File: config.mk
export PLATFORM = sky130hd
export DESIGN_NAME = obj_rom_arb
export DESIGN_NICKNAME = d
export VERILOG_FILES = /design/src/obj_pkg.sv /design/src/obj_rom_arb.sv
export SDC_FILE = /design/constraint.sdc
export NUM_CORES = 1
export LEC_CHECK = 0
export ABC_AREA = 1
export BUFFER_PORTS_ARGS = -buffer_cell sky130_fd_sc_hd__buf_4
export CELL_PAD_IN_SITES_DETAIL_PLACEMENT = 1
export CELL_PAD_IN_SITES_GLOBAL_PLACEMENT = 1
export CORE_ASPECT_RATIO = 1.1
export CORE_MARGIN = 10
export CORE_UTILIZATION = 12
export DETAILED_ROUTE_END_ITERATION = 8
export GPL_TIMING_DRIVEN = 0
export HOLD_SLACK_MARGIN = 0.08
export PLACE_DENSITY = 0.75
export SYNTH_ARGS = -nofsm -noshare
export SYNTH_HDL_FRONTEND = slang
export SYNTH_SLANG_ARGS = --single-unit
export TNS_END_PERCENT = 50
File: constraint.sdc
create_clock -name clk -period 0.9 [get_ports clk]
set_input_delay 0.045 -clock clk [delete_from_list [all_inputs] [get_ports clk]]
set_output_delay 0.045 -clock clk [all_outputs]
set_load 0.05 [all_outputs]
File: src/obj_pkg.sv
// obj_pkg: field widths, pixel constants and FSM state enums for the sprite line renderer
package obj_pkg;

    // descriptor fields
    localparam int XPOS_W   = 9;    // x position, also line buffer address
    localparam int OFFSET_W = 16;   // graphics offset, MSB unused (no h-flip)
    localparam int BANK_W   = 3;
    localparam int PRIO_W   = 2;
    localparam int PAL_W    = 6;

    // pixel format
    localparam int COLOR_W  = 4;
    localparam int PIXEL_W  = PRIO_W + PAL_W + COLOR_W;  // {prio, pal, colour} = 12 bits

    // graphics rom
    localparam int ROM_AW   = 18;   // {bank[1:0], bank[2], offset[14:0]}
    localparam int ROM_DW   = 16;   // four pixels, first one in the top nibble

    // line buffer depth
    localparam int LINE_LEN = 512;

    // special colours
    localparam logic [COLOR_W-1:0] COLOR_CLEAR = 4'd0;   // transparent, never stored
    localparam logic [COLOR_W-1:0] COLOR_END   = 4'd15;  // last pixel of final word

    // draw engine states
    typedef enum logic [1:0] {
        D_IDLE,     // waiting for start
        D_FETCH,    // cs high, waiting for ok
        D_DRAW      // shifting out four pixels
    } draw_state_e;

    // descriptor input states
    typedef enum logic {
        S_WAIT_REQ,     // ack low, looking for req and a free engine
        S_WAIT_DROP     // ack high until req falls
    } disp_state_e;

endpackage
File: src/obj_rom_arb.sv
// obj_rom_arb: round-robin grant of the shared graphics rom port to two draw engines
`timescale 1ns/1ps

module obj_rom_arb (
    input  logic                        clk,
    input  logic                        rst,
    input  logic                        cs0,
    input  logic                        cs1,
    input  logic [obj_pkg::ROM_AW-1:0]  addr0,
    input  logic [obj_pkg::ROM_AW-1:0]  addr1,
    output logic                        ok0,
    output logic                        ok1,
    output logic [obj_pkg::ROM_DW-1:0]  data0,
    output logic [obj_pkg::ROM_DW-1:0]  data1,
    output logic                        rom_cs,
    output logic [obj_pkg::ROM_AW-1:0]  rom_addr,
    input  logic                        rom_ok,
    input  logic [obj_pkg::ROM_DW-1:0]  rom_data
);
    import obj_pkg::*;

    logic gnt_vld;  // a transaction is owned
    logic owner;    // 0 = engine 0, 1 = engine 1
    logic last;     // previous owner, for round robin
    logic cs_own;

    assign cs_own   = owner ? cs1 : cs0;
    assign rom_cs   = gnt_vld && cs_own;
    assign rom_addr = owner ? addr1 : addr0;

    // ok and data go to the owner only
    assign ok0   = gnt_vld && !owner && rom_ok;
    assign ok1   = gnt_vld && owner && rom_ok;
    assign data0 = ok0 ? rom_data : {ROM_DW{1'b0}};
    assign data1 = ok1 ? rom_data : {ROM_DW{1'b0}};

    always_ff @(posedge clk or posedge rst) begin
        if (rst) begin
            gnt_vld <= 1'b0;
            owner   <= 1'b0;
            last    <= 1'b1;    // engine 0 goes first
        end else if (!gnt_vld) begin
            if (cs0 && cs1) begin
                gnt_vld <= 1'b1;
                owner   <= !last;   // alternate on contention
            end else if (cs0) begin
                gnt_vld <= 1'b1;
                owner   <= 1'b0;
            end else if (cs1) begin
                gnt_vld <= 1'b1;
                owner   <= 1'b1;
            end
        end else if (!cs_own) begin
            // owner dropped cs, transaction over
            gnt_vld <= 1'b0;
            last    <= owner;
        end
    end

endmodule

==> key figures <==
Final layout
  – Most common cell after layout, fill and taps aside: buf_4
  – Share of layout cells above drive strength 1: 77.57%
  – Most frequent cells in the layout: 59 x buf_4, 38 x buf_6, 33 x nand2_1, 24 x nor2_4, 24 x buf_8
  – Syn-to-layout area delta: 291.8%
  – Filler cell count: a little under 600
  – Nets: around 320
  – N_diodes: 0
  – Non-Filler Instances: 321

Global route
  – Vias in the first global route: around 1.4k
  – Largest net degree at the start of global routing: 11
  – Initial antenna violation count: 0
  – Total track usage: 10.26%
  – Gr ovfl total: 0
  – First-pass GRT wire length: a little under 7000 um

Floorplanning
  – I/O Pins: between 100 and 150
  – Chip width: between 80 and 90 um
  – Die Height: approximately 96 um
  – Num rows: 27
  – Die footprint: ~0.0085 mm^2
  – Core area: 0.005000 mm^2
  – Initial Utilization: 12.44%

Critical path
  – Buf/Inv on CP: 5
  – Crit path max fanout: 4
  – Worst path max stage delay: 0.42 ns
  – CP cell instances: inv_2, buf_6, buf_6, buf_12, nand2_4, nand2_4, buf_8
  – CP arrival: ~1.3 ns
  – CP Class: flop to output port
  – Top delay family on crit path: buffers and inverters
  – Worst Setup Start Kind: flop
  – Slowest cell on the critical path: dfrtp_2
  – Worst Setup End Kind: output port
  – Critical Path RT: 0.85 ns

Clock network
  – Latest clock arrival within the worst-skew pair: 0.21 ns
  – CTS tree: yes
  – Root Driver: clkbuf_8
  – H-tree Lvls: 1
  – CTS Buf Count: 3
  – Clock sink count: 3
  – Clk slew on worst S/H paths: about 0.030 ns
  – CTS max path bufs: 2

STA
  – Final WS setup: -0.4665 ns
  – RSZ-0062 raised after global routing: yes
  – Fin. max-slew vios: 0
  – Final period demand of the worst path: 1.367 ns
  – Slew @ Worst Pin: 0.1852 ns
  – Relative slew slack: ~88%
  – Min Hold Slack: roughly 0.084 ns
  – Crit share post-route: 151.8%
  – Fmax: about 730 MHz
  – Final setup viols: 55
  – Worst clock skew: around 0.0000077 ns
  – Hold Vio Cnt, Final: 0

Placement
  – Buffers on Ports: about 110
  – Placed cell count: 304
  – DP HPWL: around 3800 um
  – GPL Wtd Cong: between 0.6 and 0.7
  – Dpl ws: -0.4764 ns

Routing
  – Drt wl/cell: 14.83 um
  – Vias: approximately 1.3k
  – 1st-pass router iterations: 4
  – Residual DRC: 0
  – Iter 0 DRT Violations: 12
  – Post-route ant nets: 0
  – Final wirelength: 4762 um
  – Vias/cell: 3.981

Synthesis
  – Post-Synthesis Cells: ~140
  – Mapped cell area: 621.8 um^2
  – Flops & latches, synth: 3
  – Avg Inst Size Synth: ~4.5 um^2
  – Syn Nets: approximately 190
  – Yosys cell types: 13
  – Fraction of the yosys area taken by sequential cells: between 10% and 20%
  – YS warnings: 0

Pwr
  – Clock power frac: under 10%
  – Leakage dissipation: roughly 1.3 nW
  – Switching Share: a little under three fifths
  – Combinational share of power: roughly nine tenths
  – Seq pwr share: 3.5%
  – Power density cells: 3152 mW/mm^2
  – Sw Pwr: 4.259 mW
  – Overall power: about 7.7 mW
  – Pint: between 3 and 4 mW
  – Maximum VDD drop: between 1 and 1.5 mV

Run status
  – Status: complete, but fails checks
  – Failing checks: setup timing

Run
  – Max-Cap Viols: 0

Worst hold path
  – HP Class: input pin to flop
sequential cells by signal, indices dropped and copies added (netlist names):
| register | count |
|---|---|
| owner | 1 |
| gnt_vld | 1 |
| last | 1 |
layer usage:
layer | GRT usage, % | up-vias | part of all wire, %
met5 | 0 | - | 0
met4 | 1.617 | 0 | 0.21
met3 | 3.242 | 2 | 10
met2 | 20.99 | 60 | 58
met1 | 9.640 | 577 | 32
li1 | - | 639 | -
kinds of logic (layout without fill, tap and decap cells):
| group | count (synthesis) | after routing | synth area share, % |
|---|---|---|---|
| flip-flops | 3 | 3 | 12.27 |
| AND/OR/NAND/NOR | 101 | 101 | 63.38 |
| buffers and inverters | 32 | 158 | 23.54 |
| AO/OA/AOI/OAI | 1 | 1 | 0.8041 |
cells in the mapped netlist:
cell	number	share of area [%]
clkbuf_2	1	0.80
clkbuf_1	1	0.60
o21ai_0	1	0.80
dfrtp_1	2	8.0
inv_1	24	14
dfstp_2	1	4.2
nand3_2	2	3.2
buf_6	3	5.4
inv_2	1	0.60
buf_2	2	1.6
nand3_1	2	1.6
nor2_1	33	20
nand2_1	64	39
per-stage QoR:
step,area (um^2),util (%),setup TNS [ns]
2_1_floorplan,865.8,-,-12.33
3_3_place_gp,1757,35.14,-15.60
3_5_place_dp,1757,35.14,-17.32
4_1_cts,2305,46.10,-22.66
5_1_grt,2436,48.72,-25.72
6_report,2436,48.72,-21.86
tightest hold or removal path, stage by stage:
cell and delay, ns:
buf_4 0.09, o21ai_2 0.06, nand2_1 0.06
power groups by stage:
| stage | Clock (mW) | Sequential [mW] | Combinational, mW |
|---|---|---|---|
| after CTS | 0.396 | 0.274 | 6.77 |
| after floorplan | 0 | 0.272 | 3.63 |
| after global routing | 0.418 | 0.282 | 7.38 |
| after detailed placement | 0 | 0.293 | 5.11 |
| final | 0.383 | 0.272 | 7.02 |
| after global placement | 0 | 0.286 | 5.06 |
area by class of cell:
type	instances	area (um^2)	area share, %
Clock buffer	4	45.04	1.849
Multi-Input combinational cell	102	755.7	31.02
Inverter	25	101.3	4.160
Timing Repair Buffer	122	1282	52.65
Tap cell	58	72.57	2.979
Sequential cell	3	77.57	3.184
Buffer	7	101.3	4.160
final timing paths:
kind / end / slack (ns) / depth (start not counted) / from
max: rom_addr[17] / -0.47 / 7 / owner$_DFFE_PP0P_
max in group asynchronous: last$_DFFE_PP1P_ / 0.44 / 3 / rst
min: gnt_vld$_DFF_PP0_ / 0.08 / 3 / cs1
min in group asynchronous: gnt_vld$_DFF_PP0_ / 0.26 / 3 / rst
min reg2reg: last$_DFFE_PP1P_ / 0.46 / 2 / last$_DFFE_PP1P_
max reg2reg: gnt_vld$_DFF_PP0_ / -0.15 / 6 / owner$_DFFE_PP0P_
what timing repair did:
action                     in CTS  in global routing
setup buffers                   9                  1
hold buffers                    1                  0
gates cloned                    2                  0
hold endpoints to repair        3                  0
pin swaps                      12                 11
setup endpoints to repair      56                 56
gates resized for setup       104                 31
(Power assumes the default switching activity.)
