### src/obj_pkg.sv
// obj_pkg: field widths, pixel constants and FSM state enums for the sprite line renderer
package obj_pkg;

    // descriptor fields
    localparam int XPOS_W   = 9;    // x position, also line buffer address
    localparam int OFFSET_W = 16;   // graphics offset, MSB unused (no h-flip)
    localparam int BANK_W   = 3;
    localparam int PRIO_W   = 2;
    localparam int PAL_W    = 6;

    // pixel format
    localparam int COLOR_W  = 4;
    localparam int PIXEL_W  = PRIO_W + PAL_W + COLOR_W;  // {prio, pal, colour} = 12 bits

    // graphics rom
    localparam int ROM_AW   = 18;   // {bank[1:0], bank[2], offset[14:0]}
    localparam int ROM_DW   = 16;   // four pixels, first one in the top nibble

    // line buffer depth
    localparam int LINE_LEN = 512;

    // special colours
    localparam logic [COLOR_W-1:0] COLOR_CLEAR = 4'd0;   // transparent, never stored
    localparam logic [COLOR_W-1:0] COLOR_END   = 4'd15;  // last pixel of final word

    // draw engine states
    typedef enum logic [1:0] {
        D_IDLE,     // waiting for start
        D_FETCH,    // cs high, waiting for ok
        D_DRAW      // shifting out four pixels
    } draw_state_e;

    // descriptor input states
    typedef enum logic {
        S_WAIT_REQ,     // ack low, looking for req and a free engine
        S_WAIT_DROP     // ack high until req falls
    } disp_state_e;

endpackage
### src/obj_dispatch.sv
// obj_dispatch: four-phase descriptor input, engine selection and start pulses
`timescale 1ns/1ps

module obj_dispatch (
    input  logic                          clk,
    input  logic                          rst,
    input  logic                          req,
    output logic                          ack,
    input  logic [obj_pkg::XPOS_W-1:0]    xpos,
    input  logic [obj_pkg::OFFSET_W-1:0]  offset,
    input  logic [obj_pkg::BANK_W-1:0]    bank,
    input  logic [obj_pkg::PRIO_W-1:0]    prio,
    input  logic [obj_pkg::PAL_W-1:0]     pal,
    input  logic                          busy0,
    input  logic                          busy1,
    output logic                          start0,
    output logic                          start1,
    output logic [obj_pkg::XPOS_W-1:0]    d_xpos,
    output logic [obj_pkg::OFFSET_W-1:0]  d_offset,
    output logic [obj_pkg::BANK_W-1:0]    d_bank,
    output logic [obj_pkg::PRIO_W-1:0]    d_prio,
    output logic [obj_pkg::PAL_W-1:0]     d_pal,
    output logic                          idle
);
    import obj_pkg::*;

    disp_state_e state;
    logic        pend0, pend1;  // started but busy not seen yet
    logic        free0, free1;
    logic        issue;         // descriptor accepted this cycle

    assign free0 = !busy0 && !pend0;
    assign free1 = !busy1 && !pend1;
    assign issue = (state == S_WAIT_REQ) && req && (free0 || free1);
    assign idle  = (state == S_WAIT_REQ) && !ack && !busy0 && !busy1;

    always_ff @(posedge clk or posedge rst) begin
        if (rst) begin
            state  <= S_WAIT_REQ;
            ack    <= 1'b0;
            start0 <= 1'b0;
            start1 <= 1'b0;
            pend0  <= 1'b0;
            pend1  <= 1'b0;
        end else begin
            start0 <= 1'b0;             // single cycle pulses
            start1 <= 1'b0;
            if (busy0) pend0 <= 1'b0;   // engine has taken it
            if (busy1) pend1 <= 1'b0;
            case (state)
                S_WAIT_REQ: begin
                    if (issue) begin
                        ack   <= 1'b1;  // ack and start in the same cycle
                        state <= S_WAIT_DROP;
                        if (free0) begin    // engine 0 wins a tie
                            start0 <= 1'b1;
                            pend0  <= 1'b1;
                        end else begin
                            start1 <= 1'b1;
                            pend1  <= 1'b1;
                        end
                    end
                end
                S_WAIT_DROP: begin
                    if (!req) begin
                        ack   <= 1'b0;
                        state <= S_WAIT_REQ;
                    end
                end
                default: state <= S_WAIT_REQ;
            endcase
        end
    end

    // registered copy of the descriptor for the engines
    always_ff @(posedge clk) begin
        if (issue) begin
            d_xpos   <= xpos;
            d_offset <= offset;
            d_bank   <= bank;
            d_prio   <= prio;
            d_pal    <= pal;
        end
    end

endmodule

### config.mk
export PLATFORM = sky130hd
export DESIGN_NAME = obj_dispatch
export DESIGN_NICKNAME = d
export VERILOG_FILES = /design/src/obj_pkg.sv /design/src/obj_dispatch.sv
export SDC_FILE = /design/constraint.sdc
export NUM_CORES = 1
export LEC_CHECK = 0
export BUFFER_PORTS_ARGS = -buffer_cell sky130_fd_sc_hd__buf_2
export CORE_MARGIN = 3
export CORE_UTILIZATION = 37
export DETAILED_ROUTE_END_ITERATION = 16
export PLACE_DENSITY = 0.85
export SETUP_SLACK_MARGIN = 0.1
export SLEW_MARGIN = 20
export SYNTH_ARGS = -nofsm -noshare
export SYNTH_HDL_FRONTEND = slang
export SYNTH_SLANG_ARGS = --single-unit
### constraint.sdc
create_clock -name clk -period 1.7 [get_ports clk]
set_input_delay 0.34 -clock clk [delete_from_list [all_inputs] [get_ports clk]]
set_output_delay 0.34 -clock clk [all_outputs]
set_load 0.005 [all_outputs]
==> impl_table.tex, run 1 <==
\begin{tabular}{lr}
\hline
Metric & Value \\
\hline
\multicolumn{2}{l}{\textbf{Outcome}} \\
Status & finished clean \\
\multicolumn{2}{l}{\textbf{Critical path}} \\
Type of the worst setup path & reg2out \\
Worst setup SP type & flop \\
Worst EP arrival & between 1 and 1.5 ns \\
Start point of the critical path & ack \\
Startpoint of the worst-slack reg-to-reg timing path & state \\
Endpoint of the lowest-slack register-to-register path & d\_offset[14] \\
Worst-case register-to-register setup slack & between 0.3 and 0.4 ns \\
Category of the worst setup path capture point & primary output \\
Data required time at the worst endpoint & between 1 and 1.5 ns \\
Capturing instance or port of the critical path & idle \\
Logic depth of the worst register-to-register path & 4 \\
Worst-path maximum fanout & 3 \\
\multicolumn{2}{l}{\textbf{Synth}} \\
Count of distinct cell types in the synthesized netlist & 13 \\
Share of the yosys chip area belonging to registers & 91.88\% \\
Leading post-synthesis cells by instance count & 36 x sky130\_fd\_sc\_hd\_\_edfxtp\_1, 6 x sky130\_fd\_sc\_hd\_\_dfrtp\_1, 4 x sky130\_fd\_sc\_hd\_\_inv\_1, 4 x sky130\_fd\_sc\_hd\_\_nand2\_1, 2 x sky130\_fd\_sc\_hd\_\_nor2\_1 \\
Mapped Area & $\sim$1300 um2 \\
Synthesis warning total & 0 \\
Post-Synthesis Mean Instance Area & around 22 um2 \\
Syn nets & approximately 100 \\
Post-synthesis async set-or-reset flop share & between 10 and 15\% \\
Prevailing post-synth register cell & sky130\_fd\_sc\_hd\_\_edfxtp\_1 \\
Area share of the largest cell type after synthesis & between 80\% and 90\% \\
Post-synth EDFFs & 36 \\
Register bit count reported by yosys & 42 \\
Most numerous cell in the Yosys netlist & sky130\_fd\_sc\_hd\_\_edfxtp\_1 \\
Cell count after synthesis & 60 \\
Synth area leaders & sky130\_fd\_sc\_hd\_\_edfxtp\_1 81\%, sky130\_fd\_sc\_hd\_\_dfrtp\_1 11\%, sky130\_fd\_sc\_hd\_\_inv\_1 1.1\% \\
Post-synthesis cell type with the largest combined area & sky130\_fd\_sc\_hd\_\_edfxtp\_1 \\
\multicolumn{2}{l}{\textbf{Timing}} \\
Final min period & 1.489 ns \\
Max\_slew headroom & between 80\% and 90\% \\
Final hold violation count & 0 \\
Setup repair after global routing missed its margin & no \\
Final worst path period share & 87.59\% \\
Worst setup skew after layout & around 0.0069 ns \\
Upper clock frequency limit & about 0.67 GHz \\
Final-report setup violation count & 0 \\
Setup\_tns & 0 ns \\
Transition time at the pin with the least slew margin & roughly 0.24 ns \\
Final Slew Violations & 0 \\
\multicolumn{2}{l}{\textbf{CTS}} \\
CTS max path bufs & 2 \\
Total clock buffers created by CTS & 5 \\
Clock Tree Root & sky130\_fd\_sc\_hd\_\_clkbuf\_4 \\
Max H-tree Level & 2 \\
TritonCTS clock tree & done \\
Clock-pin slew reported for the worst setup and hold paths after clock tree synthesis & between 0.1 and 0.15 ns \\
Resized Gates After CTS & 0 \\
Buffers inserted during post-CTS setup optimization & 0 \\
Clock latency reported for the late side of the worst-skew pair & $\sim$0.33 ns \\
Sink count of the clock tree & 42 \\
\multicolumn{2}{l}{\textbf{Place}} \\
Number of placed instances, taps included & 187 \\
Port buffer count & 80 \\
Post-place instance area & 1822 um2 \\
Global placer's final weighted congestion & 0.7187 \\
\multicolumn{2}{l}{\textbf{Floorplanning}} \\
Top-Level Pins & 81 \\
Die X & about 66 um \\
Standard cell core area & roughly 3400 um2 \\
Die ar. & roughly 4400 um2 \\
Die H & roughly 66 um \\
Effective utilization at floorplan & roughly two fifths \\
Num rows & 21 \\
\multicolumn{2}{l}{\textbf{Job}} \\
Max-cap viol count & 0 \\
\multicolumn{2}{l}{\textbf{Detailed routing}} \\
Antenna viol nets, final & 0 \\
Detailed-routing iteration count for the pre-antenna-repair pass & 2 \\
Aggregate routed wire length & between 2000 and 3000 um \\
Mean number of vias per cell & $\sim$4.3 \\
Initial DRC count & 21 \\
Remaining DRCs & 0 \\
Total number of vias & $\sim$830 \\
Average wire length per cell after detail routing & about 13 um \\
\multicolumn{2}{l}{\textbf{Power and ir drop}} \\
Static Leak & roughly 0.83 nW \\
Peak VDD IR & between 0.6 and 0.7 mV \\
Post-layout total power & 1.952 mW \\
Pwr/cell area & about 1000 nW/um2 \\
\multicolumn{2}{l}{\textbf{GRT}} \\
Pin count of the biggest net entering global routing & 37 \\
Overflow after GRT & 0 \\
Via count of the first global-routing pass & about 800 \\
Number of antenna violations at the first check in global routing & 0 \\
Total routing resource utilization after global routing & 12.53\% \\
Global-route wire length before repair & 3912 um \\
\multicolumn{2}{l}{\textbf{Layout}} \\
Filler-free cell count of the finished design & approximately 200 \\
Filler instances & 305 \\
Number of antenna diodes & 0 \\
Number of nets in the finished design & 190 \\
Area growth from synthesis to final layout & 41.18\% \\
Ratio of cells with drive above 1 in the final layout & 62.67\% \\
Final core utilization & approximately 55\% \\
Total non-filler cell area in the finished layout & 1892 um2 \\
\multicolumn{2}{l}{\textbf{Min path}} \\
Worst Hold Class & in2reg \\
\hline
\end{tabular}
## registers in the layout, summed over array words and instances, names as in the netlist
name and flops:
d_offset 16, d_xpos 9, d_pal 6, d_bank 3, d_prio 2, ack 1
pend0 1, pend1 1, start0 1, start1 1, state 1
## cell type report
type / instances / area (um2) / area share (%)
flip-flops and latches: 42 / 1231 / 65.08
well taps: 46 / 57.56 / 3.042
clock inverters: 1 / 5.005 / 0.2646
repair buffers: 82 / 430.4 / 22.75
inverters: 4 / 18.77 / 0.9921
clock buffers: 7 / 55.05 / 2.910
multi-input cells: 14 / 93.84 / 4.960
## cells by family after synthesis
group                  synth area share, %
AOI/OAI and AO/OA                    2.148
and+or+nand+nor                      4.855
buffers and inverters                1.120
DFF                                  91.88
## routing by layer
layer / vias up / wire, um / GRT usage, %
li1: 402 / - / -
met1: 377 / 949 / 14.01
met2: 49 / 1300 / 19.95
met3: 6 / 312 / 6.463
met4: 0 / 40 / 5.330
met5: - / 0 / 0
## how the worst min path moves through the flow
stage	start	to	depth (start not counted)
floorplan	rst	ack	1
global placement	rst	state	2
detailed placement	rst	pend1	2
CTS	offset[0]	d_offset[0]	1
global route	pal[0]	d_pal[0]	1
finish	xpos[3]	d_xpos[3]	1
## through the flow
step	worst slack [ns]	hold slack (ns)
2_1_floorplan	0.1919	0.1310
4_1_cts	0.1805	0.1461
3_3_place_gp	0.3182	0.2453
6_report	0.2109	0.1721
5_1_grt	0.1329	0.1357
3_5_place_dp	0.2696	0.2637
## critical path, cell delays in order (launching register included)
cell and delay [ns]:
sky130_fd_sc_hd__dfrtp_1 0.41, sky130_fd_sc_hd__nor4_1 0.25, sky130_fd_sc_hd__buf_2 0.15
## placed cells by master (no fill, tap or decap), types with 2 or more instances in the layout
cell | netlist | routed
sky130_fd_sc_hd__nand2_1 | 4 | 4
sky130_fd_sc_hd__clkbuf_4 | 0 | 5
sky130_fd_sc_hd__buf_2 | 0 | 80
sky130_fd_sc_hd__dfrtp_1 | 6 | 6
sky130_fd_sc_hd__inv_1 | 4 | 3
sky130_fd_sc_hd__nor2_1 | 2 | 2
sky130_fd_sc_hd__edfxtp_1 | 36 | 36
## where the power goes
group	leakage [nW]	total, mW	internal, mW	switching [mW]
combinational	0.378	0.217	0.107	0.111
sequential	0.412	1.25	1.22	0.0322
clock	0.0353	0.484	0.201	0.283
total	0.826	1.95	1.53	0.426
## repair_timing
| item | 4_1_cts | 5_1_grt |
|---|---|---|
| hold buffers | 1 | 0 |
| setup endpoints to repair | 0 | 0 |
| endpoints found under the hold margin | 6 | 0 |
(Power assumes the default switching activity.)
==> inputs of run 2 (changes only) <==
Settings changed: CORE_UTILIZATION 37 to 41, PLACE_DENSITY 0.85 to 0.89.
Clock period 1.7 ns to 1.69 ns, I/O delays scaled along.
==> run 2 against run 1 <==
Effect of this change: clock skew decreased by 0.0030 ns; clock power up 27%; register-to-register slack about the same; via count rose by 4.9%; cell area is 1.2% higher; die area decreased by 8.9%; critical path depth unchanged; total power is 7.6% higher.
==> impl_table.tex, run 2 (synthesis gave the netlist of run 1 again) <==
\begin{tabular}{lr}
\hline
Metric & Value \\
\hline
\multicolumn{2}{l}{\textbf{Outcome}} \\
Status & finished clean (unchanged) \\
\multicolumn{2}{l}{\textbf{GRT}} \\
Global-route wire length before repair & 4678 um (was 3912 um) \\
Overflow after GRT & 0 (unchanged) \\
Via count of the first global-routing pass & 926 (was 817) \\
Number of antenna violations at the first check in global routing & 0 (unchanged) \\
Pin count of the biggest net entering global routing & 37 (unchanged) \\
Total routing resource utilization after global routing & 16.30\% (was 12.53\%) \\
\multicolumn{2}{l}{\textbf{Critical path}} \\
Worst-path maximum fanout & 3 (unchanged) \\
Start point of the critical path & ack (unchanged) \\
Worst setup SP type & flop (unchanged) \\
Worst EP arrival & 1.13 ns (was 1.15 ns) \\
Startpoint of the worst-slack reg-to-reg timing path & pend0 (was state) \\
Capturing instance or port of the critical path & idle (unchanged) \\
Endpoint of the lowest-slack register-to-register path & d\_offset[11] (was d\_offset[14]) \\
Data required time at the worst endpoint & 1.35 ns (was 1.36 ns) \\
Worst-case register-to-register setup slack & 0.30 ns (was 0.31 ns) \\
Logic depth of the worst register-to-register path & 4 (unchanged) \\
Type of the worst setup path & reg2out (unchanged) \\
Category of the worst setup path capture point & primary output (unchanged) \\
\multicolumn{2}{l}{\textbf{Detailed routing}} \\
Detailed-routing iteration count for the pre-antenna-repair pass & 4 (was 2) \\
Mean number of vias per cell & 4.510 (was 4.255) \\
Initial DRC count & 66 (was 21) \\
Total number of vias & 875 (was 834) \\
Antenna viol nets, final & 0 (unchanged) \\
Average wire length per cell after detail routing & 15.05 um (was 13.28 um) \\
Remaining DRCs & 0 (unchanged) \\
Aggregate routed wire length & 2919 um (was 2602 um) \\
\multicolumn{2}{l}{\textbf{CTS}} \\
CTS max path bufs & 2 (unchanged) \\
Sink count of the clock tree & 42 (unchanged) \\
Clock Tree Root & sky130\_fd\_sc\_hd\_\_clkbuf\_4 (unchanged) \\
Clock-pin slew reported for the worst setup and hold paths after clock tree synthesis & 0.12 ns (was 0.11 ns) \\
TritonCTS clock tree & done (unchanged) \\
Buffers inserted during post-CTS setup optimization & 0 (unchanged) \\
Clock latency reported for the late side of the worst-skew pair & 0.34 ns (was 0.33 ns) \\
Max H-tree Level & 2 (unchanged) \\
Total clock buffers created by CTS & 5 (unchanged) \\
\multicolumn{2}{l}{\textbf{Timing}} \\
Worst setup skew after layout & 0.003885 ns (was 0.006899 ns) \\
Upper clock frequency limit & between 0.6 and 0.7 GHz \\
Final Slew Violations & 0 (unchanged) \\
Final min period & 1.467 ns \\
Max\_slew headroom & 84.13\% (was 83.83\%) \\
Setup\_tns & 0 ns (unchanged) \\
Final-report setup violation count & 0 (unchanged) \\
Setup repair after global routing missed its margin & no (unchanged) \\
Transition time at the pin with the least slew margin & 0.2378 ns (was 0.2423 ns) \\
Final hold violation count & 0 (unchanged) \\
Final worst path period share & approximately 87\% \\
Smallest hold slack & 0.1572 ns (was 0.1721 ns) \\
\multicolumn{2}{l}{\textbf{Floorplanning}} \\
Die ar. & 3990 um2 (was 4380 um2) \\
Top-Level Pins & 81 (unchanged) \\
Effective utilization at floorplan & 43.54\% (was 39.23\%) \\
Die H & 63.17 um (was 66.18 um) \\
Standard cell core area & 3078 um2 (was 3416 um2) \\
Die X & 63.17 um (was 66.18 um) \\
Num rows & 20 (was 21) \\
\multicolumn{2}{l}{\textbf{Layout}} \\
Area of the multi-input gates & 100.1 um2 (was 93.84 um2) \\
Most used cells in the layout excluding fill and tap cells & 80 x sky130\_fd\_sc\_hd\_\_buf\_2, 36 x sky130\_fd\_sc\_hd\_\_edfxtp\_1, 6 x sky130\_fd\_sc\_hd\_\_dfrtp\_1 (unchanged) \\
Ratio of cells with drive above 1 in the final layout & 63.33\% (was 62.67\%) \\
Number of antenna diodes & 0 (unchanged) \\
Total non-filler cell area in the finished layout & 1914 um2 (was 1892 um2) \\
Area of all sequential standard cells & 1231 um2 (unchanged) \\
Largest register FFs & 16 (unchanged) \\
Most common cell after layout, fill and taps aside & sky130\_fd\_sc\_hd\_\_buf\_2 (unchanged) \\
Most flops, register & d\_offset (unchanged) \\
Filler instances & 262 (was 305) \\
Registers with the most flip-flops & d\_offset: 16 flops, d\_xpos: 9 flops, d\_pal: 6 flops (unchanged) \\
Area growth from synthesis to final layout & 42.86\% (was 41.18\%) \\
Number of nets in the finished design & 190 (unchanged) \\
\multicolumn{2}{l}{\textbf{Power and ir drop}} \\
Peak VDD IR & 0.5123 mV (was 0.6028 mV) \\
Static Leak & 0.8295 nW (was 0.8259 nW) \\
Pwr/cell area & 1097 nW/um2 (was 1032 nW/um2) \\
\multicolumn{2}{l}{\textbf{Place}} \\
Post-detailed-placement half-perimeter wirelength & around 2300 um \\
Port buffer count & 80 (unchanged) \\
Post-place instance area & 1819 um2 (was 1822 um2) \\
Global placer's final weighted congestion & 0.7255 (was 0.7187) \\
\multicolumn{2}{l}{\textbf{Min path}} \\
Worst Hold Class & in2reg (unchanged) \\
Cell depth of the worst hold path & 1 (unchanged) \\
\multicolumn{2}{l}{\textbf{Job}} \\
Max-cap viol count & 0 (unchanged) \\
\hline
\end{tabular}
run 2: metal layers:
layer  track usage, %  vias to the layer above  part of all wire (%)
met5                0                        -                     0
met4            9.164                        0                   2.4
met3            8.556                        7                    13
met2            27.93                       60                    52
met1            15.50                      407                    33
li1                 -                      401                     -
run 2: timing repair:
item,in CTS,in global routing
hold buffers,1,0
resized for setup,0,1
endpoints found under the hold margin,6,0
setup endpoints to repair,0,1
run 2: report_power, final:
group,switching [mW],leakage (nW),internal (mW)
clock network,0.304,0.0385,0.312
registers,0.0356,0.412,1.23
logic,0.113,0.379,0.108
total,0.453,0.830,1.65
run 2: worst min path at each step:
| stage | from | slack [ns] | endpoint |
|---|---|---|---|
| floorplan | rst | 0.13 | ack |
| global route | offset[9] | 0.11 | d_offset[9] |
| global placement | rst | 0.25 | start0 |
| finish | offset[4] | 0.16 | d_offset[4] |
| detailed placement | rst | 0.27 | start1 |
| CTS | offset[4] | 0.14 | d_offset[4] |
run 2: critical path: stages (launching register included):
cell	delay, ns
sky130_fd_sc_hd__dfrtp_1	0.41
sky130_fd_sc_hd__nor4_2	0.22
sky130_fd_sc_hd__buf_2	0.15
run 2: area by class of cell:
type	instances	share of cell area (%)
flip-flops and latches	42	64.31
clock inverters	2	1.961
repair buffers	82	22.48
well taps	44	2.876
multi-input cells	14	5.229
clock buffers	6	2.157
inverters	4	0.9804
run 2: through the flow:
step           cells  total power [mW]  util [%]  setup WS (ns)
2_1_floorplan     60             1.355         -         0.1819
3_3_place_gp     185             1.491     59.11         0.3109
3_5_place_dp     185             1.508     59.11         0.2806
4_1_cts          194             2.134     61.99         0.1139
5_1_grt          194             2.221     62.20         0.1242
6_report         194             2.100     62.20         0.2226
