File: src/obj_pkg.sv
// obj_pkg: field widths, pixel constants and FSM state enums for the sprite line renderer
package obj_pkg;

    // descriptor fields
    localparam int XPOS_W   = 9;    // x position, also line buffer address
    localparam int OFFSET_W = 16;   // graphics offset, MSB unused (no h-flip)
    localparam int BANK_W   = 3;
    localparam int PRIO_W   = 2;
    localparam int PAL_W    = 6;

    // pixel format
    localparam int COLOR_W  = 4;
    localparam int PIXEL_W  = PRIO_W + PAL_W + COLOR_W;  // {prio, pal, colour} = 12 bits

    // graphics rom
    localparam int ROM_AW   = 18;   // {bank[1:0], bank[2], offset[14:0]}
    localparam int ROM_DW   = 16;   // four pixels, first one in the top nibble

    // line buffer depth
    localparam int LINE_LEN = 512;

    // special colours
    localparam logic [COLOR_W-1:0] COLOR_CLEAR = 4'd0;   // transparent, never stored
    localparam logic [COLOR_W-1:0] COLOR_END   = 4'd15;  // last pixel of final word

    // draw engine states
    typedef enum logic [1:0] {
        D_IDLE,     // waiting for start
        D_FETCH,    // cs high, waiting for ok
        D_DRAW      // shifting out four pixels
    } draw_state_e;

    // descriptor input states
    typedef enum logic {
        S_WAIT_REQ,     // ack low, looking for req and a free engine
        S_WAIT_DROP     // ack high until req falls
    } disp_state_e;

endpackage
File: src/obj_draw.sv
// obj_draw: sprite draw engine, rom word fetch and four pixel writes per word
`timescale 1ns/1ps

module obj_draw (
    input  logic                          clk,
    input  logic                          rst,
    input  logic                          start,
    output logic                          busy,
    input  logic [obj_pkg::XPOS_W-1:0]    xpos,
    input  logic [obj_pkg::OFFSET_W-1:0]  offset,
    input  logic [obj_pkg::BANK_W-1:0]    bank,
    input  logic [obj_pkg::PRIO_W-1:0]    prio,
    input  logic [obj_pkg::PAL_W-1:0]     pal,
    input  logic                          rom_ok,
    output logic                          rom_cs,
    output logic [obj_pkg::ROM_AW-1:0]    rom_addr,
    input  logic [obj_pkg::ROM_DW-1:0]    rom_data,
    output logic                          bf_we,
    output logic [obj_pkg::XPOS_W-1:0]    bf_addr,
    output logic [obj_pkg::PIXEL_W-1:0]   bf_data
);
    import obj_pkg::*;

    localparam int LOW_W = ROM_AW - 3;  // word index inside a bank

    draw_state_e          state;
    logic [ROM_DW-1:0]    pxl;      // shift register, current pixel on top
    logic [1:0]           cnt;      // pixel index in word
    logic [PRIO_W-1:0]    prio_q;
    logic [PAL_W-1:0]     pal_q;
    logic                 last_px;  // fourth pixel of the word
    logic                 got_word;

    assign busy     = (state != D_IDLE);
    assign bf_data  = {prio_q, pal_q, pxl[ROM_DW-1 -: COLOR_W]};
    assign last_px  = (cnt == 2'd3);
    assign got_word = rom_cs && rom_ok;

    // control state
    always_ff @(posedge clk or posedge rst) begin
        if (rst) begin
            state  <= D_IDLE;
            rom_cs <= 1'b0;
            bf_we  <= 1'b0;
        end else begin
            case (state)
                D_IDLE: begin
                    if (start) begin
                        state  <= D_FETCH;
                        rom_cs <= 1'b1;     // first fetch with busy
                    end
                end
                D_FETCH: begin
                    if (got_word) begin
                        state  <= D_DRAW;
                        rom_cs <= 1'b0;     // cs drops right after ok
                        bf_we  <= 1'b1;
                    end
                end
                D_DRAW: begin
                    if (last_px) begin
                        bf_we <= 1'b0;
                        if (pxl[ROM_DW-1 -: COLOR_W] == COLOR_END) begin
                            state <= D_IDLE;    // end marker drawn, sprite done
                        end else begin
                            state  <= D_FETCH;
                            rom_cs <= 1'b1;
                        end
                    end
                end
                default: state <= D_IDLE;
            endcase
        end
    end

    // address and pixel datapath
    always_ff @(posedge clk) begin
        case (state)
            D_IDLE: begin
                if (start) begin
                    // bank bits are swizzled into the rom map
                    rom_addr <= {bank[1:0], bank[2], offset[LOW_W-1:0]};
                    bf_addr  <= xpos;
                    prio_q   <= prio;
                    pal_q    <= pal;
                end
            end
            D_FETCH: begin
                if (got_word) begin
                    pxl <= rom_data;
                    cnt <= 2'd0;
                end
            end
            D_DRAW: begin
                pxl     <= pxl << COLOR_W;
                cnt     <= cnt + 2'd1;
                bf_addr <= bf_addr + 1'b1;  // wraps at 512
                if (last_px) begin
                    // stays inside the bank
                    rom_addr[LOW_W-1:0] <= rom_addr[LOW_W-1:0] + 1'b1;
                end
            end
            default: ;
        endcase
    end

endmodule

File: config.mk
export PLATFORM = sky130hd
export DESIGN_NAME = obj_draw
export DESIGN_NICKNAME = d
export VERILOG_FILES = /design/src/obj_pkg.sv /design/src/obj_draw.sv
export SDC_FILE = /design/constraint.sdc
export NUM_CORES = 1
export LEC_CHECK = 0
export ABC_AREA = 1
export BUFFER_PORTS_ARGS = -buffer_cell sky130_fd_sc_hd__buf_2
export CAP_MARGIN = 15
export CELL_PAD_IN_SITES_DETAIL_PLACEMENT = 1
export CELL_PAD_IN_SITES_GLOBAL_PLACEMENT = 2
export CORE_UTILIZATION = 26
export DETAILED_ROUTE_END_ITERATION = 6
export PLACE_DENSITY = 0.71
export SLEW_MARGIN = 10
export SYNTH_ARGS = -nofsm -noshare
export SYNTH_HDL_FRONTEND = slang
export SYNTH_SLANG_ARGS = --single-unit
File: constraint.sdc
create_clock -name clk -period 1.9 [get_ports clk]
set_input_delay 0.095 -clock clk [delete_from_list [all_inputs] [get_ports clk]]
set_output_delay 0.095 -clock clk [all_outputs]
set_load 0.02 [all_outputs]
==> impl_metrics.json, run 1 <==
{
  "status": "finished clean",
  "ys_ff_latch": 57,
  "yosys_warnings": 0,
  "postRouteWirelength_mm": 7.230,
  "cts.sinks": 57,
  "clock_latency_ns": 0.33,
  "first_global_vias": 2485,
  "clk_pin_slew_ns": 0.07,
  "antenna_left": 0,
  "synthesis.nets": 353,
  "cts_setup_buffers": 0,
  "synthTopCellsByCount": "nand2_1, edfxtp_1, inv_1",
  "grt_pass1_wl_mm": 12.24,
  "crit_required_ns": 1.99,
  "core_area_um2": 10420,
  "grt_max_degree": 39,
  "synth_top_cells_by_area": "edfxtp_1, nand2_1, dfrtp_1",
  "start_util": 0.2702,
  "worst_pin_slew_ns": 0.2649,
  "critPathKind": "reg -> reg",
  "endpoint_kind": "flop",
  "antenna_found_initial": 0,
  "cts_resized": 0,
  "crit_fanout": 5,
  "peakVddDrop_uv": 473.8,
  "htreeDepth": 3,
  "ys_types": 25,
  "gp_congestion": 0.7525,
  "synthFlopType": "edfxtp_1",
  "place_hpwl_mm": 5.163,
  "fin_crit_sh": 0.7728,
  "first_iter_violations": 91,
  "synth_edf_count": 53,
  "first_pass_iters": 4,
  "p_per_area_nw_per_um2": 1439,
  "fin_util": 0.3631,
  "finalSetupTns_ns": 0,
  "nets": 467,
  "skew_ns": 0.008029,
  "leakage_nw": 1.729,
  "clk_path_buf_depth": 2,
  "synth.mux.area_fraction": 0,
  "drc": 0,
  "hold_violations": 0,
  "synth.most_common_cell": "nand2_1",
  "fin_crit_ns": 1.468,
  "grt_usage": 0.1406,
  "synth-compound-area-share": 0.04446,
  "synth_top_family_by_area": "simple AND/OR/NAND/NOR gates",
  "io_pins": 98,
  "cts_inserted_buffers": 9,
  "grt.overflow.total": 0,
  "setup_violations": 0,
  "routed_via_density": 4.359,
  "synth-simple-area-share": 0.2628,
  "num_rows": 37,
  "synth_largest_area_cell": "edfxtp_1",
  "syn_to_final_growth_pct": 34.42,
  "cts_hold_buf": 12,
  "ys_seq_area_frac": 0.6012,
  "clock_tree.root_cell": "clkbuf_8",
  "cap_violations": 0,
  "synth_area_um2": 2814,
  "dp_slack_ns": 0.4219,
  "worst_slack_ns": 0.4317,
  "netlist.area_leader.share": 0.5656,
  "tritoncts": "done",
  "synthAdderAreaFrac": 0.01334,
  "avgSynthCellArea_um2": 9.571,
  "num_antenna_cells": 0,
  "synth_xor_area_frac": 0.01556,
  "die-area_um2": 11240,
  "die_w_um": 106.0,
  "max_freq_mhz": 681.1,
  "drive_gt1_frac": 0.3196,
  "port_buffers": 96,
  "drv_slew": 0,
  "cp.arrival_ns": 1.56,
  "netlist_instances": 294,
  "routedWlPerCell_um": 13.17,
  "die_h_um": 106.0,
  "synth-async-reset-ratio": 0.07018,
  "hold_class": "in -> reg",
  "slew_headroom": 0.8234,
  "cp-start-kind": "flop",
  "rsz0062_at_grt": "no",
  "via_count": 2393
}
area by class of cell:
type | instances | area [um^2]
inverters | 25 | 93.84
well taps | 136 | 170.2
clock inverters | 7 | 85.08
clock buffers | 9 | 123.9
multi-input cells | 200 | 952.2
repair buffers | 115 | 665.6
fillers | 1229 | 6634
flip-flops and latches | 57 | 1692
per-layer routing:
metal  up-vias  global-route usage  wire (um)
li1       1203                   -          -
met1      1121              0.1673       3040
met2        63              0.2362       3679
met3         6             0.04108        451
met4         0             0.05952         58
met5         -                   0          0
cell usage in the layout (no fill, tap or decap), types with 3 or more instances in the layout:
cell | synthesis | layout
buf_4 | 4 | 6
nand2_1 | 111 | 111
a21oi_1 | 3 | 3
clkinv_2 | 0 | 5
buf_2 | 6 | 96
nor2_2 | 3 | 3
clkbuf_8 | 0 | 9
nand4_1 | 11 | 11
o21ai_0 | 9 | 9
nor2_4 | 3 | 3
xor2_1 | 5 | 5
dlygate4sd3_1 | 0 | 12
a31oi_1 | 4 | 4
ha_1 | 3 | 3
nand3_1 | 19 | 19
nor2_1 | 20 | 20
edfxtp_1 | 53 | 53
inv_1 | 23 | 23
dfrtp_1 | 4 | 4
stage by stage:
| stage | hold WS, ns | instance area, um^2 | power [mW] | std cells |
|---|---|---|---|---|
| 3_3_place_gp | -0.006863 | 3453 | 4.235 | 521 |
| 5_1_grt | 0.02428 | 3782 | 5.865 | 549 |
| 3_5_place_dp | -0.004667 | 3453 | 4.280 | 521 |
| 6_report | 0.02527 | 3782 | 5.442 | 549 |
| 4_1_cts | 0.003998 | 3782 | 5.563 | 549 |
| 2_1_floorplan | -0.1389 | 2820 | 3.589 | 294 |
state kept, by name, summed over array words and instances, names as in the netlist, 2 cells and up:
register and cells:
pxl 16, bf_addr 9, state 2, rom_addr 18, prio_q 2, cnt 2
pal_q 6
power breakdown:
group	leakage [nW]	total [mW]	switching, mW	internal [mW]
combinational	1.07	1.92	1.29	0.625
sequential	0.544	2.29	0.310	1.99
clock	0.113	1.23	0.502	0.726
worst paths after layout:
check | slack (ns) | endpoint | cells past startpoint | from
max | 0.43 | rom_addr[12] | 6 | rom_addr[0]
min | 0.03 | rom_addr[1] | 3 | offset[1]
max reg2reg | 0.43 | rom_addr[12] | 6 | rom_addr[0]
min reg2reg | 0.52 | pxl[4] | 2 | pxl[0]
max in group asynchronous | 1.51 | state[0] | 3 | rst
min in group asynchronous | 0.22 | bf_we | 3 | rst
worst max-delay path: stages, from the launching register on:
cell and delay, ns:
edfxtp_1 0.42, ha_1 0.22, nand2_1 0.09, nor2_2 0.21, nand4_1 0.12, nand3_1 0.11
nand2_1 0.05
logic make-up after synthesis:
family | Yosys count
adders and majority gates | 3
DFF | 57
and+or+nand+nor | 171
buffers and inverters | 37
xor gates and xnor gates | 5
AOI/OAI and AO/OA | 21
No activity file was read; power rests on OpenSTA's default activity.
==> run 2: changes to the inputs <==
ABC_AREA = 0   (was 1)
CORE_UTILIZATION = 31   (was 26)
PLACE_DENSITY = 0.75   (was 0.71)
clock period = 1.4 ns   (was 1.9 ns; I/O delays follow)
==> run 2 against run 1 <==
Effect of this change:
- the flow now finishes with violations (setup timing)
- sequential cell count is the same
- clock skew shrank 0.0024 ns
- die area shrank 19%
- utilization grew 14 points
- critical path depth shrank 1
- largest power group is now combinational cells
- clock-buffer cell count grew 3
- sequential power grew 28%
- synthesized cell count shrank 27%
- clock power grew 6%
- area after synthesis shrank 3.2%
==> impl_metrics.json, run 2 <==
{
  "fin_crit_sh": 1.031,
  "synthFlopType": "edfxtp_1",
  "status": "finished, violations left",
  "via_count": 2208,
  "port_buffers": 96,
  "hold_class": "in -> reg",
  "gp_congestion": 0.7593,
  "cpPeakStageDelay_ns": 0.47,
  "yosys_warnings": 0,
  "grt_pass1_wl_mm": 11.08,
  "ys_seq_area_frac": 0.6213,
  "setup_violations": 8,
  "rsz0062_at_grt": "yes",
  "start_util": 0.3264,
  "clk_path_buf_depth": 2,
  "ys_ff_latch": 57,
  "synth-async-reset-ratio": 0.07018,
  "cts_inserted_buffers": 9,
  "final_common_cell": "buf_2",
  "clk_pin_slew_ns": 0.06,
  "grt_usage": 0.1646,
  "tritoncts": "done",
  "drive_gt1_frac": 0.5160,
  "routedWlPerCell_um": 14.78,
  "grt_max_degree": 22,
  "skew_ns": 0.005652,
  "first_global_vias": 2277,
  "whs_path_depth": 3,
  "grt.overflow.total": 0,
  "largest_reg_flops": 18,
  "crit_required_ns": 1.48,
  "die_w_um": 95.72,
  "crit_fanout": 5,
  "clock_latency_ns": 0.33,
  "synth_edf_count": 53,
  "netlist_instances": 214,
  "netlist.area_leader.share": 0.5846,
  "htreeDepth": 3,
  "endpoint_kind": "flop",
  "final_cell_mix": "buf_2, edfxtp_1, buf_4",
  "synthesis.nets": 273,
  "die_h_um": 95.72,
  "regMostFlops": "rom_addr",
  "cp-start-kind": "flop",
  "drv_slew": 0,
  "leakage_nw": 1.760,
  "routed_via_density": 4.610,
  "top_regs": "rom_addr: 18 flops, pxl: 16 flops, bf_addr: 9 flops",
  "worst_slack_ns": -0.04380,
  "nets": 428,
  "cap_violations": 0,
  "avgSynthCellArea_um2": 12.72,
  "antenna_found_initial": 0,
  "worst_pin_slew_ns": 0.3095,
  "clock_tree.root_cell": "clkbuf_8",
  "antenna_left": 0,
  "design_area_um2": 4187,
  "cp.arrival_ns": 1.53,
  "critPathSlowestCell": "edfxtp_1",
  "synth_top_cells_by_area": "edfxtp_1, mux2_2, xnor2_1",
  "dp_slack_ns": -0.07379,
  "placed_cell_area_um2": 3637,
  "worstPathCellList": "ha_4 > nand4_4 > nor4_4 > xnor2_1 > o21ai_2",
  "synth.most_common_cell": "edfxtp_1",
  "power_mw": 7.422,
  "r2r_cells": 5,
  "synth_area_um2": 2723,
  "num_rows": 33,
  "slew_headroom": 0.7932,
  "synthTopCellsByCount": "edfxtp_1, nand2_1, o21ai_0",
  "postRouteWirelength_mm": 7.081,
  "syn_to_final_growth_pct": 53.77,
  "ys_types": 34,
  "max_freq_mhz": 692.6,
  "first_pass_iters": 4,
  "place_hpwl_mm": 4.907,
  "io_pins": 98,
  "num_antenna_cells": 0,
  "cts.sinks": 57,
  "die-area_um2": 9161,
  "synth_largest_area_cell": "edfxtp_1",
  "drc": 0,
  "core_area_um2": 8341,
  "critPathKind": "reg -> reg",
  "first_iter_violations": 30,
  "fin_crit_ns": 1.444,
  "peakVddDrop_uv": 584.6,
  "p_per_area_nw_per_um2": 1773,
  "violations": "setup timing",
  "hold_violations": 0
}
run 2: routing by layer:
layer / routed length (um) / GRT usage / up-vias / share of wire
li1: - / - / 1072 / -
met1: 3076 / 0.1995 / 1054 / 0.43
met2: 3496 / 0.2762 / 71 / 0.49
met3: 384 / 0.04660 / 11 / 0.054
met4: 124 / 0.06468 / 0 / 0.018
met5: 0 / 0 / - / 0
run 2: cells by family (layout without fill, tap and decap cells):
kind of cell             after synthesis  after routing  synth area share
AO/OA/AOI/OAI                         27             27           0.05561
XOR/XNOR                              20             20           0.06434
adder cells (fa/ha/maj)                3              3           0.01379
buffers and inverters                 18            178           0.03355
flip-flops                            57             57            0.6213
multiplexers                          15             15           0.06158
AND/OR/NAND/NOR                       74             74            0.1498
run 2: repair_timing:
action,in CTS,in global routing
endpoints found under the hold margin,23,0
gates cloned,1,2
pin swaps,4,8
resized for setup,8,10
endpoints found under the setup margin,58,60
hold buffers,20,0
buffers inserted,3,2
run 2: worst paths after layout:
path                             start  slack (ns)      endpoint
hold reg to reg                  bf_we        0.49         bf_we
setup reg to reg           rom_addr[0]       -0.04  rom_addr[14]
max in group asynchronous          rst        1.05      state[1]
setup / recovery           rom_addr[0]       -0.04  rom_addr[14]
hold / removal              offset[11]        0.01  rom_addr[11]
min in group asynchronous          rst        0.17         bf_we
run 2: power breakdown:
| part | switching [mW] | leakage (nW) | internal [mW] | total [mW] |
|---|---|---|---|---|
| logic | 1.71 | 1.13 | 1.49 | 3.20 |
| clock network | 0.622 | 0.0899 | 0.678 | 1.30 |
| registers | 0.348 | 0.541 | 2.57 | 2.92 |
run 2: cell type report:
cell class                 count  area [um^2]
clock buffer                  12        145.1
clock inverter                 4        20.02
fill                         925         4154
inverter                       6        22.52
multi-input combinational    139         1092
sequential                    57         1694
tap                          105        131.4
timing repair buffer         156         1081
run 2: through the flow:
| step | TNS (ns) | util | hold WS, ns | instances |
|---|---|---|---|---|
| 3_3_place_gp | -0.1366 | 0.4361 | -0.03410 | 435 |
| 5_1_grt | -1.119 | 0.5020 | 0.01749 | 479 |
| 2_1_floorplan | -0.9171 | - | -0.1639 | 214 |
| 3_5_place_dp | -1.396 | 0.4361 | -0.03167 | 435 |
| 4_1_cts | -0.2034 | 0.4898 | 0.0001447 | 475 |
| 6_report | -0.1548 | 0.5020 | 0.01458 | 479 |
run 2: critical path: cells and delay by family, from the launching register on:
family / cells / cell delay (ns)
and+or+nand+nor: 2 / 0.32
adders and majority gates: 1 / 0.19
xor gates and xnor gates: 1 / 0.16
DFF: 1 / 0.47
AOI/OAI and AO/OA: 1 / 0.06
==> run 3: changes to the inputs <==
ABC_AREA = 1   (was 0)
CORE_MARGIN = 2   (was default)
CORE_UTILIZATION = 29   (was 31)
MAX_ROUTING_LAYER = met4   (was default)
==> run 3 against run 2 <==
Effect of this change:
- design area down 4.5%
- cell count up 16%
- combinational power down 5%
- largest cell class unchanged
- clock-buffer cell count down 2
- critical path type unchanged
- global-route usage down 1.4 points
- the flow now finishes without violations
- sequential share of layout area up 1.9 points
==> impl_metrics.json, run 3 (same netlist as run 1, synthesis figures left out) <==
{
  "port_buffers": 96,
  "place_hpwl_mm": 5.468,
  "clock_tree.root_cell": "clkbuf_8",
  "postRouteWirelength_mm": 7.281,
  "io_pins": 98,
  "clk_path_buf_depth": 2,
  "timing.rr.end": "rom_addr[12]",
  "drive_gt1_frac": 0.3543,
  "layout.cells.non_filler": 558,
  "final_cell_mix": "nand2_1, buf_2, edfxtp_1",
  "placed_cell_area_um2": 3597,
  "finalSetupTns_ns": 0,
  "max_freq_mhz": 754.5,
  "cp-start-kind": "flop",
  "hold_violations": 0,
  "cts.sinks": 57,
  "endpoint_kind": "flop",
  "cpPeakStageDelay_ns": 0.41,
  "fin_util": 0.4286,
  "rsz0062_at_grt": "yes",
  "first_global_vias": 2555,
  "grt_usage": 0.1508,
  "start_util": 0.3017,
  "setup_violations": 0,
  "cp-endpoint": "rom_addr[12]",
  "first_iter_violations": 39,
  "holdWs_ns": 0.01771,
  "drc": 0,
  "timing.rr.start": "rom_addr[1]",
  "skew_ns": 0.01260,
  "startpoint": "rom_addr[1]",
  "cap_violations": 0,
  "path_buf_inv": 0,
  "hold_class": "in -> reg",
  "routedWlPerCell_um": 13.05,
  "routed_via_density": 4.401,
  "top_regs": "rom_addr: 18 flops, pxl: 16 flops, bf_addr: 9 flops",
  "num_rows": 35,
  "cp.arrival_ns": 1.41,
  "worstPathCellList": "ha_4 > nand2_2 > nor2_4 > nand4_1 > nand3_1 > nand2_1",
  "first_pass_iters": 4,
  "tritoncts": "done",
  "crit_required_ns": 1.48,
  "clk_pin_slew_ns": 0.07,
  "worst_slack_ns": 0.07467,
  "ff2ff_setup_slack_ns": 0.07,
  "status": "finished clean",
  "slew_headroom": 0.8286,
  "gp_congestion": 0.7742,
  "p_per_area_nw_per_um2": 1898,
  "path_depth": 6,
  "drv_slew": 0,
  "dp_slack_ns": 0.02299,
  "die_h_um": 102.5,
  "fin_crit_ns": 1.325,
  "grt.overflow.total": 0,
  "worst_pin_slew_ns": 0.2569,
  "crit_family": "simple AND/OR/NAND/NOR gates",
  "antenna_left": 0,
  "critPathSlowestCell": "edfxtp_1",
  "antenna_found_initial": 0,
  "r2r_cells": 6,
  "num_antenna_cells": 0,
  "critPathKind": "reg -> reg",
  "htreeDepth": 3,
  "fin_crit_sh": 0.9467,
  "clock_latency_ns": 0.33,
  "design_area_um2": 3998,
  "power_mw": 7.587,
  "cts_inserted_buffers": 9,
  "dp_cells": 523,
  "via_count": 2456,
  "regMostFlops": "rom_addr",
  "core_area_um2": 9328,
  "die-area_um2": 10510,
  "nets": 484,
  "leakage_nw": 1.802,
  "grt_max_degree": 24,
  "final_common_cell": "nand2_1",
  "peakVddDrop_uv": 571.7,
  "grt_pass1_wl_mm": 11.76,
  "syn_to_final_growth_pct": 42.06,
  "largest_reg_flops": 18,
  "crit_fanout": 5,
  "die_w_um": 102.5
}
==> run 3: changes by cell type in the layout (fill, tap and decap cells not counted), moves of 5 or more <==
cell	delta
nand2_1	+78
buf_4	-19
inv_1	+15
xnor2_1	-15
mux2_2	-13
nand3_1	+13
nand4_1	+9
nor2_1	+6
o21ai_0	-6
o21ai_1	-6
nand2_2	+5
==> run 3: worst register-to-register path, cell delays in order, from the launching register on <==
cell and delay (ns):
edfxtp_1 0.41, ha_4 0.17, nand2_2 0.07, nor2_4 0.19, nand4_1 0.11, nand3_1 0.09, nand2_1 0.05
==> run 3: what timing repair did <==
item,4_1_cts,5_1_grt
resized for setup,0,10
setup endpoints to repair,0,12
hold buffers,17,0
setup buffers,0,3
endpoints found under the hold margin,20,0
==> run 3: per-layer routing <==
| layer | share of wire | track usage | vias to the layer above |
|---|---|---|---|
| met5 | 0 | - | - |
| met4 | 0.0087 | 0.05846 | 0 |
| met3 | 0.046 | 0.03390 | 9 |
| met2 | 0.53 | 0.2604 | 59 |
| met1 | 0.42 | 0.1700 | 1144 |
| li1 | - | - | 1244 |
==> run 3: area by class of cell <==
class	count	area, um^2
clock buffers	10	127.6
fillers	1108	5330
flip-flops and latches	57	1692
well taps	129	161.4
multi-input cells	200	1007
inverters	25	93.84
clock inverters	5	47.55
repair buffers	132	868.3
==> run 3: worst min path at each step <==
stage	startpoint	endpoint	slack, ns	cells after the start
6_report	rom_data[7]	pxl[7]	0.02	3
5_1_grt	rom_data[7]	pxl[7]	0.02	3
4_1_cts	xpos[4]	bf_addr[4]	0.001	3
3_5_place_dp	rst	state[1]	-0.04	2
3_3_place_gp	rst	rom_cs	-0.05	2
2_1_floorplan	rst	bf_we	-0.16	1
==> run 3: where the power goes <==
group | switching [mW] | internal [mW]
sequential | 0.410 | 2.69
clock | 0.638 | 0.794
combinational | 1.89 | 1.16
